### config.mk
export PLATFORM = sky130hd
export DESIGN_NAME = r5p_trace_top
export DESIGN_NICKNAME = d
export VERILOG_FILES = /design/src/hdl/trace_pkg.sv /design/src/hdl/tcb_mon_if.sv /design/src/hdl/fetch_align.sv /design/src/hdl/lsu_align.sv /design/src/hdl/trace_assemble.sv /design/src/hdl/trace_fifo.sv /design/src/hdl/r5p_trace_top.sv
export SDC_FILE = /design/constraint.sdc
export NUM_CORES = 2
export LEC_CHECK = 0
export ABC_AREA = 0
export BUFFER_PORTS_ARGS = -buffer_cell sky130_fd_sc_hd__buf_2
export CAP_MARGIN = 20
export CORE_UTILIZATION = 45
export DETAILED_ROUTE_END_ITERATION = 6
export RECOVER_POWER = 100
export SYNTH_ARGS = -nofsm -noshare
export SYNTH_HDL_FRONTEND = slang
export SYNTH_SLANG_ARGS = --single-unit
### constraint.sdc
create_clock -name tcb_ifu -period 31.1 [get_ports tcb_ifu]
set_clock_uncertainty 0.2 [all_clocks]
set_input_delay 3.11 -clock tcb_ifu [delete_from_list [all_inputs] [get_ports tcb_ifu]]
set_output_delay 3.11 -clock tcb_ifu [all_outputs]
set_load 0.01 [all_outputs]
### src/hdl/trace_pkg.sv
// widths and buffer depth are fixed here for a 32-bit core with 32 GPRs; depth need not be 2^n

package trace_pkg;

    ////////////////////
    // sizes
    ////////////////////

    localparam int unsigned XLEN        = 32;                   // data and address width
    localparam int unsigned GLOG        = 5;                    // GPR index width, 32 regs
    localparam int unsigned TLEN        = 32;                   // timestamp counter width
    localparam int unsigned TRACE_DEPTH = 8;                    // records held in the buffer
    localparam int unsigned TRACE_ALOG  = $clog2(TRACE_DEPTH);  // buffer pointer width

    ////////////////////
    // trace record
    ////////////////////

    // one record per retired instruction
    typedef struct packed {
        logic [TLEN-1:0] tim;      // cycles since reset at push
        // fetch
        logic [XLEN-1:0] ifu_adr;  // PC
        logic [XLEN-1:0] ifu_ins;  // instruction word
        logic            ifu_siz;  // 1 - 32bit, 0 - 16bit
        logic            ifu_ill;  // all zeros or all ones
        // writeback
        logic            wbu_ena;  // GPR write happened
        logic [GLOG-1:0] wbu_idx;  // destination index
        logic [XLEN-1:0] wbu_dat;  // destination data
        // load/store
        logic            lsu_ena;  // transfer happened
        logic            lsu_wen;  // store when set, else load
        logic [GLOG-1:0] lsu_wid;  // store data source GPR
        logic [XLEN-1:0] lsu_adr;  // data address
        logic [     1:0] lsu_siz;  // logarithmic size
        logic [XLEN-1:0] lsu_wdt;  // store data
        logic [XLEN-1:0] lsu_rdt;  // load data
    } trace_rec_t;

endpackage : trace_pkg

### src/hdl/tcb_mon_if.sv
// TCB-lite subset with fixed 1 cycle response latency; no clock inside, users get it as a port
`timescale 1ns/1ps

interface tcb_mon_if
    import trace_pkg::*;
();

    // handshake
    logic            vld;  // request valid
    logic            rdy;  // request ready
    // request
    logic            wen;  // write enable
    logic [XLEN-1:0] adr;  // address
    logic [     1:0] siz;  // logarithmic size, 0..3 -> 1..8 bytes
    logic [XLEN-1:0] wdt;  // write data
    // response, belongs to the transfer one cycle earlier
    logic [XLEN-1:0] rdt;  // read data

    // bus side, driven from the top level ports
    modport man (
        output vld,
        output rdy,
        output wen,
        output adr,
        output siz,
        output wdt,
        output rdt
    );

    // passive observer
    modport mon (
        input  vld,
        input  rdy,
        input  wen,
        input  adr,
        input  siz,
        input  wdt,
        input  rdt
    );

endinterface : tcb_mon_if

### src/hdl/fetch_align.sv
// fetch outputs are valid only while ifp_ena is high; the word comes straight from the bus response
`timescale 1ns/1ps

module fetch_align
    import trace_pkg::*;
(
    input  logic            tcb_ifu,  // clock
    input  logic            rst_n,
    tcb_mon_if.mon          bus,      // instruction fetch bus
    output logic            ifp_ena,  // fetch response cycle
    output logic [XLEN-1:0] ifp_adr,  // address of that fetch
    output logic [XLEN-1:0] ifp_ins,  // instruction word
    output logic            ifp_siz,  // 32bit instruction
    output logic            ifp_ill   // trivially illegal word
);

    ////////////////////
    // request stage
    ////////////////////

    logic            trn;      // transfer this cycle
    logic            pnd;      // response due now
    logic [XLEN-1:0] adr_q;    // address held for the response

    assign trn = bus.vld & bus.rdy;

    always_ff @(posedge tcb_ifu or negedge rst_n) begin
        if (!rst_n) begin
            pnd <= 1'b0;
        end else begin
            pnd <= trn;
        end
    end

    // address held until its response
    always_ff @(posedge tcb_ifu) begin
        if (trn) begin
            adr_q <= bus.adr;
        end
    end

    ////////////////////
    // response stage
    ////////////////////

    assign ifp_ena = pnd;
    assign ifp_adr = adr_q;
    assign ifp_ins = bus.rdt;  // word of the previous transfer

    // RVC words have low bits != 2'b11
    assign ifp_siz = &bus.rdt[1:0];

    // all zeros and all ones are defined illegal
    assign ifp_ill = (bus.rdt == '0) | (bus.rdt == '1);

endmodule : fetch_align

### src/hdl/lsu_align.sv
// one outstanding load/store at a time per cycle; read data taken unregistered from the response
`timescale 1ns/1ps

module lsu_align
    import trace_pkg::*;
(
    input  logic            tcb_ifu,  // clock
    input  logic            rst_n,
    tcb_mon_if.mon          bus,      // load/store bus
    input  logic [GLOG-1:0] gpr_sid,  // store data source GPR
    output logic            lsp_ena,  // response cycle of a transfer
    output logic            lsp_wen,  // store
    output logic [GLOG-1:0] lsp_wid,  // source index
    output logic [XLEN-1:0] lsp_adr,  // address
    output logic [     1:0] lsp_siz,  // logarithmic size
    output logic [XLEN-1:0] lsp_wdt,  // store data
    output logic [XLEN-1:0] lsp_rdt   // load data
);

    ////////////////////
    // request capture
    ////////////////////

    logic            trn;     // transfer this cycle
    logic            pnd;     // response cycle
    logic            wen_q;
    logic [GLOG-1:0] sid_q;
    logic [XLEN-1:0] adr_q;
    logic [     1:0] siz_q;
    logic [XLEN-1:0] wdt_q;

    assign trn = bus.vld & bus.rdy;

    // control
    always_ff @(posedge tcb_ifu or negedge rst_n) begin
        if (!rst_n) begin
            pnd <= 1'b0;
        end else begin
            pnd <= trn;
        end
    end

    // request payload, only meaningful while pnd
    always_ff @(posedge tcb_ifu) begin
        if (trn) begin
            wen_q <= bus.wen;
            sid_q <= gpr_sid;  // index seen alongside the request
            adr_q <= bus.adr;
            siz_q <= bus.siz;
            wdt_q <= bus.wdt;
        end
    end

    ////////////////////
    // paired output
    ////////////////////

    assign lsp_ena = pnd;
    assign lsp_wen = wen_q;
    assign lsp_wid = sid_q;
    assign lsp_adr = adr_q;
    assign lsp_siz = siz_q;
    assign lsp_wdt = wdt_q;
    assign lsp_rdt = bus.rdt;  // response to the held request

endmodule : lsu_align

### src/hdl/trace_assemble.sv
// record is valid only while push is high; writeback and load/store parts are combinational
`timescale 1ns/1ps

module trace_assemble
    import trace_pkg::*;
(
    input  logic            tcb_ifu,  // clock
    input  logic            rst_n,
    // aligned fetch, cycle t+1
    input  logic            ifp_ena,
    input  logic [XLEN-1:0] ifp_adr,
    input  logic [XLEN-1:0] ifp_ins,
    input  logic            ifp_siz,
    input  logic            ifp_ill,
    // aligned load/store, cycle t+2
    input  logic            lsp_ena,
    input  logic            lsp_wen,
    input  logic [GLOG-1:0] lsp_wid,
    input  logic [XLEN-1:0] lsp_adr,
    input  logic [     1:0] lsp_siz,
    input  logic [XLEN-1:0] lsp_wdt,
    input  logic [XLEN-1:0] lsp_rdt,
    // GPR writeback, cycle t+2
    input  logic            gpr_den,
    input  logic [GLOG-1:0] gpr_did,
    input  logic [XLEN-1:0] gpr_ddt,
    // record out
    output logic            push,
    output trace_rec_t      rec
);

    ////////////////////
    // timestamp
    ////////////////////

    logic [TLEN-1:0] tim_cnt;  // 0 in first cycle after reset

    always_ff @(posedge tcb_ifu or negedge rst_n) begin
        if (!rst_n) begin
            tim_cnt <= '0;
        end else begin
            tim_cnt <= tim_cnt + 1'b1;  // wraps silently
        end
    end

    ////////////////////
    // fetch stage
    ////////////////////

    logic            ret;      // retire cycle
    logic [XLEN-1:0] ret_adr;
    logic [XLEN-1:0] ret_ins;
    logic            ret_siz;
    logic            ret_ill;

    always_ff @(posedge tcb_ifu or negedge rst_n) begin
        if (!rst_n) begin
            ret <= 1'b0;
        end else begin
            ret <= ifp_ena;
        end
    end

    always_ff @(posedge tcb_ifu) begin
        if (ifp_ena) begin
            ret_adr <= ifp_adr;
            ret_ins <= ifp_ins;  // word sampled during the response cycle
            ret_siz <= ifp_siz;
            ret_ill <= ifp_ill;
        end
    end

    ////////////////////
    // record
    ////////////////////

    assign push = ret;

    always_comb begin
        rec.tim     = tim_cnt;
        rec.ifu_adr = ret_adr;
        rec.ifu_ins = ret_ins;
        rec.ifu_siz = ret_siz;
        rec.ifu_ill = ret_ill;
        // writeback, zeroed when no write
        rec.wbu_ena = gpr_den;
        rec.wbu_idx = gpr_den ? gpr_did : '0;
        rec.wbu_dat = gpr_den ? gpr_ddt : '0;
        // load/store from t+1, zeroed when none
        rec.lsu_ena = lsp_ena;
        rec.lsu_wen = lsp_ena ? lsp_wen : 1'b0;
        rec.lsu_wid = lsp_ena ? lsp_wid : '0;
        rec.lsu_adr = lsp_ena ? lsp_adr : '0;
        rec.lsu_siz = lsp_ena ? lsp_siz : '0;
        rec.lsu_wdt = lsp_ena ? lsp_wdt : '0;
        rec.lsu_rdt = lsp_ena ? lsp_rdt : '0;
    end

endmodule : trace_assemble

### src/hdl/trace_fifo.sv
// push on full is dropped unless a pop happens in the same cycle; ovf clears only on reset
`timescale 1ns/1ps

module trace_fifo
    import trace_pkg::*;
(
    input  logic       tcb_ifu,  // clock
    input  logic       rst_n,
    input  logic       push,     // write din
    input  trace_rec_t din,
    input  logic       pop,      // drops oldest unless empty
    output trace_rec_t dout,     // oldest record
    output logic       empty,
    output logic       ovf       // set once a record is lost
);

    ////////////////////
    // storage
    ////////////////////

    trace_rec_t            mem [TRACE_DEPTH];
    logic [TRACE_ALOG-1:0] wr_ptr;
    logic [TRACE_ALOG-1:0] rd_ptr;
    logic [TRACE_ALOG  :0] cnt;     // 0..TRACE_DEPTH
    logic                  full;
    logic                  do_push;
    logic                  do_pop;

    assign empty = (cnt == 0);
    assign full  = (cnt == (TRACE_ALOG+1)'(TRACE_DEPTH));

    assign do_pop  = pop & ~empty;
    assign do_push = push & (~full | do_pop);  // slot freed by same cycle pop

    // pointer increment wrapping at any depth
    function automatic logic [TRACE_ALOG-1:0] ptr_inc(input logic [TRACE_ALOG-1:0] ptr);
        ptr_inc = (ptr == TRACE_ALOG'(TRACE_DEPTH-1)) ? '0 : ptr + 1'b1;
    endfunction

    ////////////////////
    // control
    ////////////////////

    always_ff @(posedge tcb_ifu or negedge rst_n) begin
        if (!rst_n) begin
            wr_ptr <= '0;
            rd_ptr <= '0;
            cnt    <= '0;
            ovf    <= 1'b0;
        end else begin
            if (do_push) begin
                wr_ptr <= ptr_inc(wr_ptr);
            end
            if (do_pop) begin
                rd_ptr <= ptr_inc(rd_ptr);
            end
            // both or neither leaves count as is
            if (do_push & ~do_pop) begin
                cnt <= cnt + 1'b1;
            end else if (do_pop & ~do_push) begin
                cnt <= cnt - 1'b1;
            end
            if (push & ~do_push) begin
                ovf <= 1'b1;  // lost record
            end
        end
    end

    // payload array
    always_ff @(posedge tcb_ifu) begin
        if (do_push) begin
            mem[wr_ptr] <= din;
        end
    end

    assign dout = mem[rd_ptr];  // stale when empty

endmodule : trace_fifo

### src/hdl/r5p_trace_top.sv
// passive recorder, both buses have 1 cycle response latency and the core is never stalled
`timescale 1ns/1ps

module r5p_trace_top
    import trace_pkg::*;
(
    input  logic            tcb_ifu,    // clock
    input  logic            rst_n,
    // instruction fetch bus
    input  logic            ifu_vld,
    input  logic            ifu_rdy,
    input  logic [XLEN-1:0] ifu_adr,
    input  logic [XLEN-1:0] ifu_rdt,
    // load/store bus
    input  logic            lsu_vld,
    input  logic            lsu_rdy,
    input  logic            lsu_wen,
    input  logic [XLEN-1:0] lsu_adr,
    input  logic [     1:0] lsu_siz,
    input  logic [XLEN-1:0] lsu_wdt,
    input  logic [XLEN-1:0] lsu_rdt,
    // GPR strobes
    input  logic            gpr_den,    // destination write
    input  logic [GLOG-1:0] gpr_did,
    input  logic [XLEN-1:0] gpr_ddt,
    input  logic [GLOG-1:0] gpr_sid,    // store source index
    // record reader
    input  logic            rec_pop,
    output logic            rec_empty,
    output trace_rec_t      rec_data,
    output logic            ovf
);

    ////////////////////
    // bus interfaces
    ////////////////////

    tcb_mon_if ifu_bus ();
    tcb_mon_if lsu_bus ();

    // fetch is read only, request payload tied off
    assign ifu_bus.vld = ifu_vld;
    assign ifu_bus.rdy = ifu_rdy;
    assign ifu_bus.wen = 1'b0;
    assign ifu_bus.adr = ifu_adr;
    assign ifu_bus.siz = 2'd2;     // always a word
    assign ifu_bus.wdt = '0;
    assign ifu_bus.rdt = ifu_rdt;

    assign lsu_bus.vld = lsu_vld;
    assign lsu_bus.rdy = lsu_rdy;
    assign lsu_bus.wen = lsu_wen;
    assign lsu_bus.adr = lsu_adr;
    assign lsu_bus.siz = lsu_siz;
    assign lsu_bus.wdt = lsu_wdt;
    assign lsu_bus.rdt = lsu_rdt;

    ////////////////////
    // alignment
    ////////////////////

    logic            ifp_ena;
    logic [XLEN-1:0] ifp_adr;
    logic [XLEN-1:0] ifp_ins;
    logic            ifp_siz;
    logic            ifp_ill;

    logic            lsp_ena;
    logic            lsp_wen;
    logic [GLOG-1:0] lsp_wid;
    logic [XLEN-1:0] lsp_adr;
    logic [     1:0] lsp_siz;
    logic [XLEN-1:0] lsp_wdt;
    logic [XLEN-1:0] lsp_rdt;

    fetch_align i_fetch (
        .tcb_ifu (tcb_ifu),
        .rst_n   (rst_n),
        .bus     (ifu_bus),
        .ifp_ena (ifp_ena),
        .ifp_adr (ifp_adr),
        .ifp_ins (ifp_ins),
        .ifp_siz (ifp_siz),
        .ifp_ill (ifp_ill)
    );

    lsu_align i_lsu (
        .tcb_ifu (tcb_ifu),
        .rst_n   (rst_n),
        .bus     (lsu_bus),
        .gpr_sid (gpr_sid),
        .lsp_ena (lsp_ena),
        .lsp_wen (lsp_wen),
        .lsp_wid (lsp_wid),
        .lsp_adr (lsp_adr),
        .lsp_siz (lsp_siz),
        .lsp_wdt (lsp_wdt),
        .lsp_rdt (lsp_rdt)
    );

    ////////////////////
    // record and buffer
    ////////////////////

    logic       push;
    trace_rec_t rec;

    trace_assemble i_asm (
        .tcb_ifu (tcb_ifu),
        .rst_n   (rst_n),
        .ifp_ena (ifp_ena),
        .ifp_adr (ifp_adr),
        .ifp_ins (ifp_ins),
        .ifp_siz (ifp_siz),
        .ifp_ill (ifp_ill),
        .lsp_ena (lsp_ena),
        .lsp_wen (lsp_wen),
        .lsp_wid (lsp_wid),
        .lsp_adr (lsp_adr),
        .lsp_siz (lsp_siz),
        .lsp_wdt (lsp_wdt),
        .lsp_rdt (lsp_rdt),
        .gpr_den (gpr_den),
        .gpr_did (gpr_did),
        .gpr_ddt (gpr_ddt),
        .push    (push),
        .rec     (rec)
    );

    trace_fifo i_fifo (
        .tcb_ifu (tcb_ifu),
        .rst_n   (rst_n),
        .push    (push),
        .din     (rec),
        .pop     (rec_pop),
        .dout    (rec_data),
        .empty   (rec_empty),
        .ovf     (ovf)
    );

endmodule : r5p_trace_top

# Yosys cells after proc, flatten, opt, wreduce, memory -nomap -nowiden
# Memories as Yosys holds them, arrays and structs flattened.
# Cells that the tools add are included.
word_totals:
  regBits: 216
  latchBits: 0
  ram_bits: 1928
  romBits: 0
  inputBits: 213
  output_inout_bits: 243
  wordCells: 59
  mem_count: 1
op_classes:
  addsub: 5
  mul: 0
  div_mod_pow: 0
  order_cmp: 0
  eq_ne: 4
  shifts: 0
  muxes: 14
  bitwise_logic: 13
  n_reduce_logical: 4
memory_table:
  columns: ["memory", "words", "width", "read_ports", "rd_ports_with_merged_regs", "wr", "line_no", "source"]
  rows:
  - ["i_fifo.mem", 8, 241, 1, 0, 1, "trace_fifo.sv:21", "trace_rec_t mem [TRACE_DEPTH];"]
ops:
  columns: ["cell", "n"]
  rows:
  - ["two-way mux 32 bit", 4]
  - ["adder 32 x 1 -> 32 bit (second input constant)", 1]
  - ["== test 32 bit (second input constant)", 1]
  - ["logical NOT 32 bit", 1]
  - ["two-way mux 5 bit", 2]
  - ["two-way mux 4 bit", 2]
  - ["bitwise AND 1 bit", 7]
  - ["adder 3 x 1 -> 3 bit (second input constant)", 2]
  - ["== test 3 bit (second input constant)", 2]
  - ["two-way mux 3 bit", 2]
  - ["adder 4 x 1 -> 4 bit (second input constant)", 1]
  - ["== test 4 bit (second input constant)", 1]
  - ["logical NOT 4 bit", 1]
  - ["NOT 1 bit", 4]
  - ["subtractor 4 x 1 -> 4 bit (second input constant)", 1]
  - ["two-way mux 1 bit", 3]
  - ["two-way mux 2 bit", 1]
  - ["bitwise OR 1 bit", 2]
  - ["AND reduction 2 bit", 1]
  - ["nonzero test 2 bit", 1]

# Longest topological paths before layout
depth:
  ltp_word: 9
  mapped_depth: 11
  depth_no_buf: 11

# Modules after synthesis
# Synthesis repeated with hierarchy kept, for this count alone.
unflattened:
  cells_unflattened: 3404
  area_unflattened_um2: 81339.3
modules_own_cells:
  columns: ["module", "instances", "cells_per_inst", "area_each_um2", "seq_area_each_um2"]
  rows:
  - ["trace_fifo", 1, 2855, 73075.1, 58170.8]
  - ["trace_assemble", 1, 353, 4450.5, 2807.7]
  - ["lsu_align", 1, 106, 2433.6, 2187.1]
  - ["fetch_align", 1, 88, 1372.6, 985.9]
  - ["r5p_trace_top", 1, 2, 7.5, 0.0]

# Worst setup path after synthesis
# No wires, ideal clock.
synth_timing:
  path_type: "input to register"
  start: "in rec_pop"
  end: "mem i_fifo.mem[0][0] (netlist name) (enable)"
  setup_time_ns: 1.431
  arrival_ns: 25.955
  required_ns: 29.469
  path_slack_ns: 3.514
  cell_stages: 4
  path_buffers: 0
  cell_sequence: "inv_1 nand3_1 nand2_1 nor4_1"
synth_via:
  elab_chain_cells: 5
synth_rtl:
  columns: ["element", "line_no", "source"]
  rows:
  - ["start, declared", "r5p_trace_top.sv:28", "input logic rec_pop,"]
  - ["bitwise AND 1 bit", "trace_fifo.sv:32", "assign do_pop = pop & ~empty;"]
  - ["bitwise OR 1 bit", "trace_fifo.sv:33", "assign do_push = push & (~full | do_pop);"]
  - ["bitwise AND 1 bit", "trace_fifo.sv:33", null]
  - ["two-way mux 1 bit", "trace_fifo.sv:71", "if (do_push) begin"]
  - ["two-way mux 1 bit (not written as such)", "trace_fifo.sv:72", "mem[wr_ptr] <= din;"]
  - ["end, declared", "trace_fifo.sv:21", null]
# No other way between the ends.

==> results.txt <==
The run finished, with violations left. The final reports fail on capacitance limit, slew limit. The detail route stage leaves a number of antenna-violating nets equal to 0. The number of gates resized after CTS was 0. Summed over all nets, the half-perimeter wirelength after detailed placement is 91.6 mm. The number of cells produced by synthesis came out at 3,326. The number of nets in the layout came out at 4,138.

In this run the register-to-register setup slack is 20.09 ns. The clock transition time at the flip-flop clock pins of the worst setup and hold paths is 0.06 ns. The number of clock sinks came out at 2,144.

The number of setup violations in the final report is 0. The area of all placed cells without fillers came out at 92,100 µm². The global-route wire length before repair came out at 252 mm.

The total power after layout came out at 8200 µW. The final global-route overflow total came out at 0. The number of buffers and inverters on the critical path is 6. The hold violation total from the final report is 0. At the pin with the least slew margin, the transition time is 10.04 ns.

The number of optimization iterations in the first detailed-route pass came out at 5. The floorplan step set the die width to 425 µm. Leaving out fill and tap cells, the most frequent cell in the layout is sky130_fd_sc_hd__edfxtp_1. The startpoint of the worst-slack reg-to-reg timing path is i_fifo.rd_ptr[2].

The fraction of final layout cells with drive strength greater than 1 came out at 30.1%. The data required time at the worst endpoint is 27.79 ns. 456 I/O pins were placed. The aggregate negative setup slack is 0 ns. Once the clock tree was built, the setup fixing pass inserted 0 buffers. TritonCTS built the clock tree. Setup repair after global routing left no endpoint under its margin.

The endpoint of the worst-slack reg-to-reg timing path is i_fifo.rd_ptr[2]. The number of cells traversed by the worst register-to-register path is 3. Grouping stages by cell kind, the critical path spends the most delay in buffers and inverters. The analysis attributes to cell leakage a power of 0.0291 µW. The net count of the mapped netlist is 3,548. In this run the worst setup path terminates at rec_data[46]. CTS placed an instance of sky130_fd_sc_hd__clkbuf_16 at the clock tree root. The post-placement worst setup slack is 21.49 ns.

The worst endpoint data arrival time came out at 15.02 ns. The detailed-route DRC error count came out at 0. The sequential share of the synthesized area is 79.8%. The number of hold buffers added after CTS was 0.

The initial antenna violation count is 35. Entering global routing, the biggest net connects 147 pins. The later pin in the worst-skew pair is clocked with a latency of 0.86 ns. The detailed-route via count came out at 35,574. The wire length per cell after detailed routing came out at 26.6 µm. The worst setup path is captured at a primary output. The setup path with the least slack is of type reg2out.

Routability-driven placement finished with a final weighted congestion of 0.737. The detailed-route vias per instance is 5.52. The power density over the cells is 89.0 nW/µm². The relative slew slack came out at -570%.

In this run the worst path has a maximum fanout of 49. In this run the worst setup path begins at i_fifo.rd_ptr[0]. The clock period minus worst slack is 18.33 ns.

In this run the worst hold path is classified as reg2reg. Among the stages of the critical path, the cell type that occurs most often is sky130_fd_sc_hd__clkbuf_1. The launching element type of the critical path is a flop. The filler cells instantiated in the layout total 13,760. After synthesis the cells add up to 80,400 µm².

The setup slack of the critical path after layout is 12.77 ns. In the layout the commonest cells are sky130_fd_sc_hd__edfxtp_1, sky130_fd_sc_hd__mux4_2, sky130_fd_sc_hd__clkbuf_1, sky130_fd_sc_hd__buf_2, sky130_fd_sc_hd__clkbuf_16. The slowest stage of the critical path belongs to the cell sky130_fd_sc_hd__clkbuf_1. The die covers 180,000 µm². After detailed placement, the total cell area comes to 85,600 µm². Traced cell by cell, the critical path runs through clkbuf_1 -> clkbuf_1 -> clkbuf_1 -> clkbuf_1 -> buf_4 -> mux4_2 -> mux2_1 -> buf_2. The core box area came out at 177,000 µm². The maximum clock insertion buffer count came out at 3. The number of global-route vias before repair came out at 37,551. At the end of the flow the core is filled with cells to 52.1%. The synthesized design contains 2,144 register bits. Yosys mapped the design onto 32 distinct sky130hd cell types. The fmax came out at 54.5 MHz. The number of warnings reported in the yosys synthesis log is 0. Max-cap violations in this run came to 58. Global routing used 19.2% of the available tracks. Dividing the synthesized area by the synthesized cell count gives 24.2 µm². The largest voltage drop on the vdd net came out at 0.115 mV. The placement row count came out at 154.

The worst path uses 58.9% of the clock period. CTS built an H-tree with a depth of 4. The largest incremental delay on the critical path is 3.02 ns. After the first detailed-routing iteration, the DRC count stood at 2,538. The initial core utilization is 45.5%. In this run, CTS created clock tree buffers numbering 215. The number of input and output port buffers inserted is 455. The routed design has 172 mm of wire.

The number of slew-limit violations in the final report came out at 2,723. The number of logic stages on the critical path including buffering came out at 8. Relative to the synthesized area, the layout overhead comes to 14.6%. The chip height came out at 425 µm.
logic make-up (layout without fill, tap and decap cells):
family / after synthesis / after routing / share of synthesized area [%]
fa+ha+maj: 9 / 9 / 0.149
simple gates: 244 / 244 / 1.83
mux: 730 / 730 / 17.0
xor+xnor: 33 / 33 / 0.360
compound gates: 6 / 6 / 0.0467
buf+inv: 160 / 932 / 0.823
flops: 2144 / 2144 / 79.8
other cells: 0 / 10 / 0
metrics by stage:
stage / cells / hold WS [ns]
floorplan: 3326 / 0.200
global placement: 6037 / 0.201
detailed placement: 6037 / 0.205
CTS: 6436 / 0.214
global route: 6447 / 0.226
finish: 6448 / 0.211
cell type report:
class / instances / area (µm²) / share of cell area [%]
flip-flops and latches: 2144 / 64200 / 69.7
clock buffers: 257 / 5620 / 6.10
diodes: 10 / 25.0 / 0.0272
multi-input cells: 1022 / 15500 / 16.9
clock inverters: 142 / 1450 / 1.57
inverters: 9 / 33.8 / 0.0367
well taps: 2340 / 2930 / 3.18
repair buffers: 524 / 2350 / 2.55
how the worst min path moves through the flow:
stage / startpoint / end / slack (ns) / cells after the start
floorplan: i_fetch.ifp_adr[0] / i_asm.ret_adr[0] / 0.20 / 0
global placement: i_fetch.ifp_adr[7] / i_asm.ret_adr[7] / 0.20 / 0
detailed placement: i_fetch.ifp_adr[12] / i_asm.ret_adr[12] / 0.20 / 0
CTS: i_fetch.ifp_adr[30] / i_asm.ret_adr[30] / 0.21 / 0
global route: i_fetch.ifp_adr[16] / i_asm.ret_adr[16] / 0.23 / 0
finish: i_fetch.ifp_adr[30] / i_asm.ret_adr[30] / 0.21 / 0
where the power goes:
group / leakage, µW / total, µW / switching (µW) / internal, µW
clock network: 0.00345 / 2550 / 1090 / 1470
registers: 0.0197 / 3530 / 105 / 3430
logic: 0.00591 / 2110 / 1120 / 994
per-layer routing:
| layer | share of wire [%] | global-route usage, % | routed length (µm) |
|---|---|---|---|
| met1 | 42 | 25.4 | 71400 |
| met2 | 52 | 32.5 | 88600 |
| met3 | 4.4 | 3.25 | 7620 |
| met4 | 2.3 | 5.71 | 4020 |
| met5 | 0.013 | 0 | 22 |
state kept, by name, summed over array words and instances, names as in the netlist:
register and cells:
i_asm.ret_ins 32, i_asm.ret_ill 1, i_fifo.rd_ptr 3, i_fifo.wr_ptr 3
i_asm.ret_siz 1, i_lsu.lsp_wdt 32, i_fifo.cnt 4, i_asm.tim_cnt 32
i_lsu.lsp_siz 2, i_asm.push 1, i_lsu.lsp_wen 1, i_asm.ret_adr 32
i_lsu.lsp_wid 5, i_fifo.mem 1928, i_fifo.ovf 1, i_lsu.lsp_adr 32
i_fetch.ifp_adr 32, i_lsu.lsp_ena 1, i_fetch.ifp_ena 1
cells in the mapped netlist:
library cell,number,area (µm²)
sky130_fd_sc_hd__clkbuf_1,86,323
sky130_fd_sc_hd__o21bai_1,1,7.51
sky130_fd_sc_hd__nor3_1,13,65.1
sky130_fd_sc_hd__nand4_1,21,131
sky130_fd_sc_hd__xnor2_1,19,166
sky130_fd_sc_hd__o21ai_0,2,10.0
sky130_fd_sc_hd__nand2b_1,3,18.8
sky130_fd_sc_hd__buf_1,16,60.1
sky130_fd_sc_hd__nor2_1,13,48.8
sky130_fd_sc_hd__dfrtp_1,46,1150
sky130_fd_sc_hd__mux4_2,482,10900
sky130_fd_sc_hd__or2_2,1,6.26
sky130_fd_sc_hd__ha_1,8,100
sky130_fd_sc_hd__or4_1,1,7.51
sky130_fd_sc_hd__a21o_1,2,15.0
sky130_fd_sc_hd__nand4_2,1,12.5
sky130_fd_sc_hd__nor4_2,4,50.1
sky130_fd_sc_hd__inv_1,9,33.8
sky130_fd_sc_hd__buf_2,49,245
sky130_fd_sc_hd__mux2_2,247,2780
sky130_fd_sc_hd__edfxtp_1,2098,63000
sky130_fd_sc_hd__mux2i_1,1,10.0
sky130_fd_sc_hd__fa_1,1,20.0
sky130_fd_sc_hd__nand3_1,10,50.1
sky130_fd_sc_hd__and4_1,1,8.76
sky130_fd_sc_hd__and2_1,144,901
sky130_fd_sc_hd__a21oi_1,1,5.00
sky130_fd_sc_hd__xor2_1,14,123
sky130_fd_sc_hd__nor4_1,14,87.6
sky130_fd_sc_hd__and3_1,4,25.0
sky130_fd_sc_hd__and3_2,1,7.51
sky130_fd_sc_hd__nand2_1,13,48.8
worst reg2reg max path, cell delays in order (launching register included):
cell	delay, ns
sky130_fd_sc_hd__dfrtp_1	2.11
sky130_fd_sc_hd__clkbuf_1	7.11
sky130_fd_sc_hd__ha_1	1.13
sky130_fd_sc_hd__mux2_2	0.29
Power figures use the tool's default switching activity.
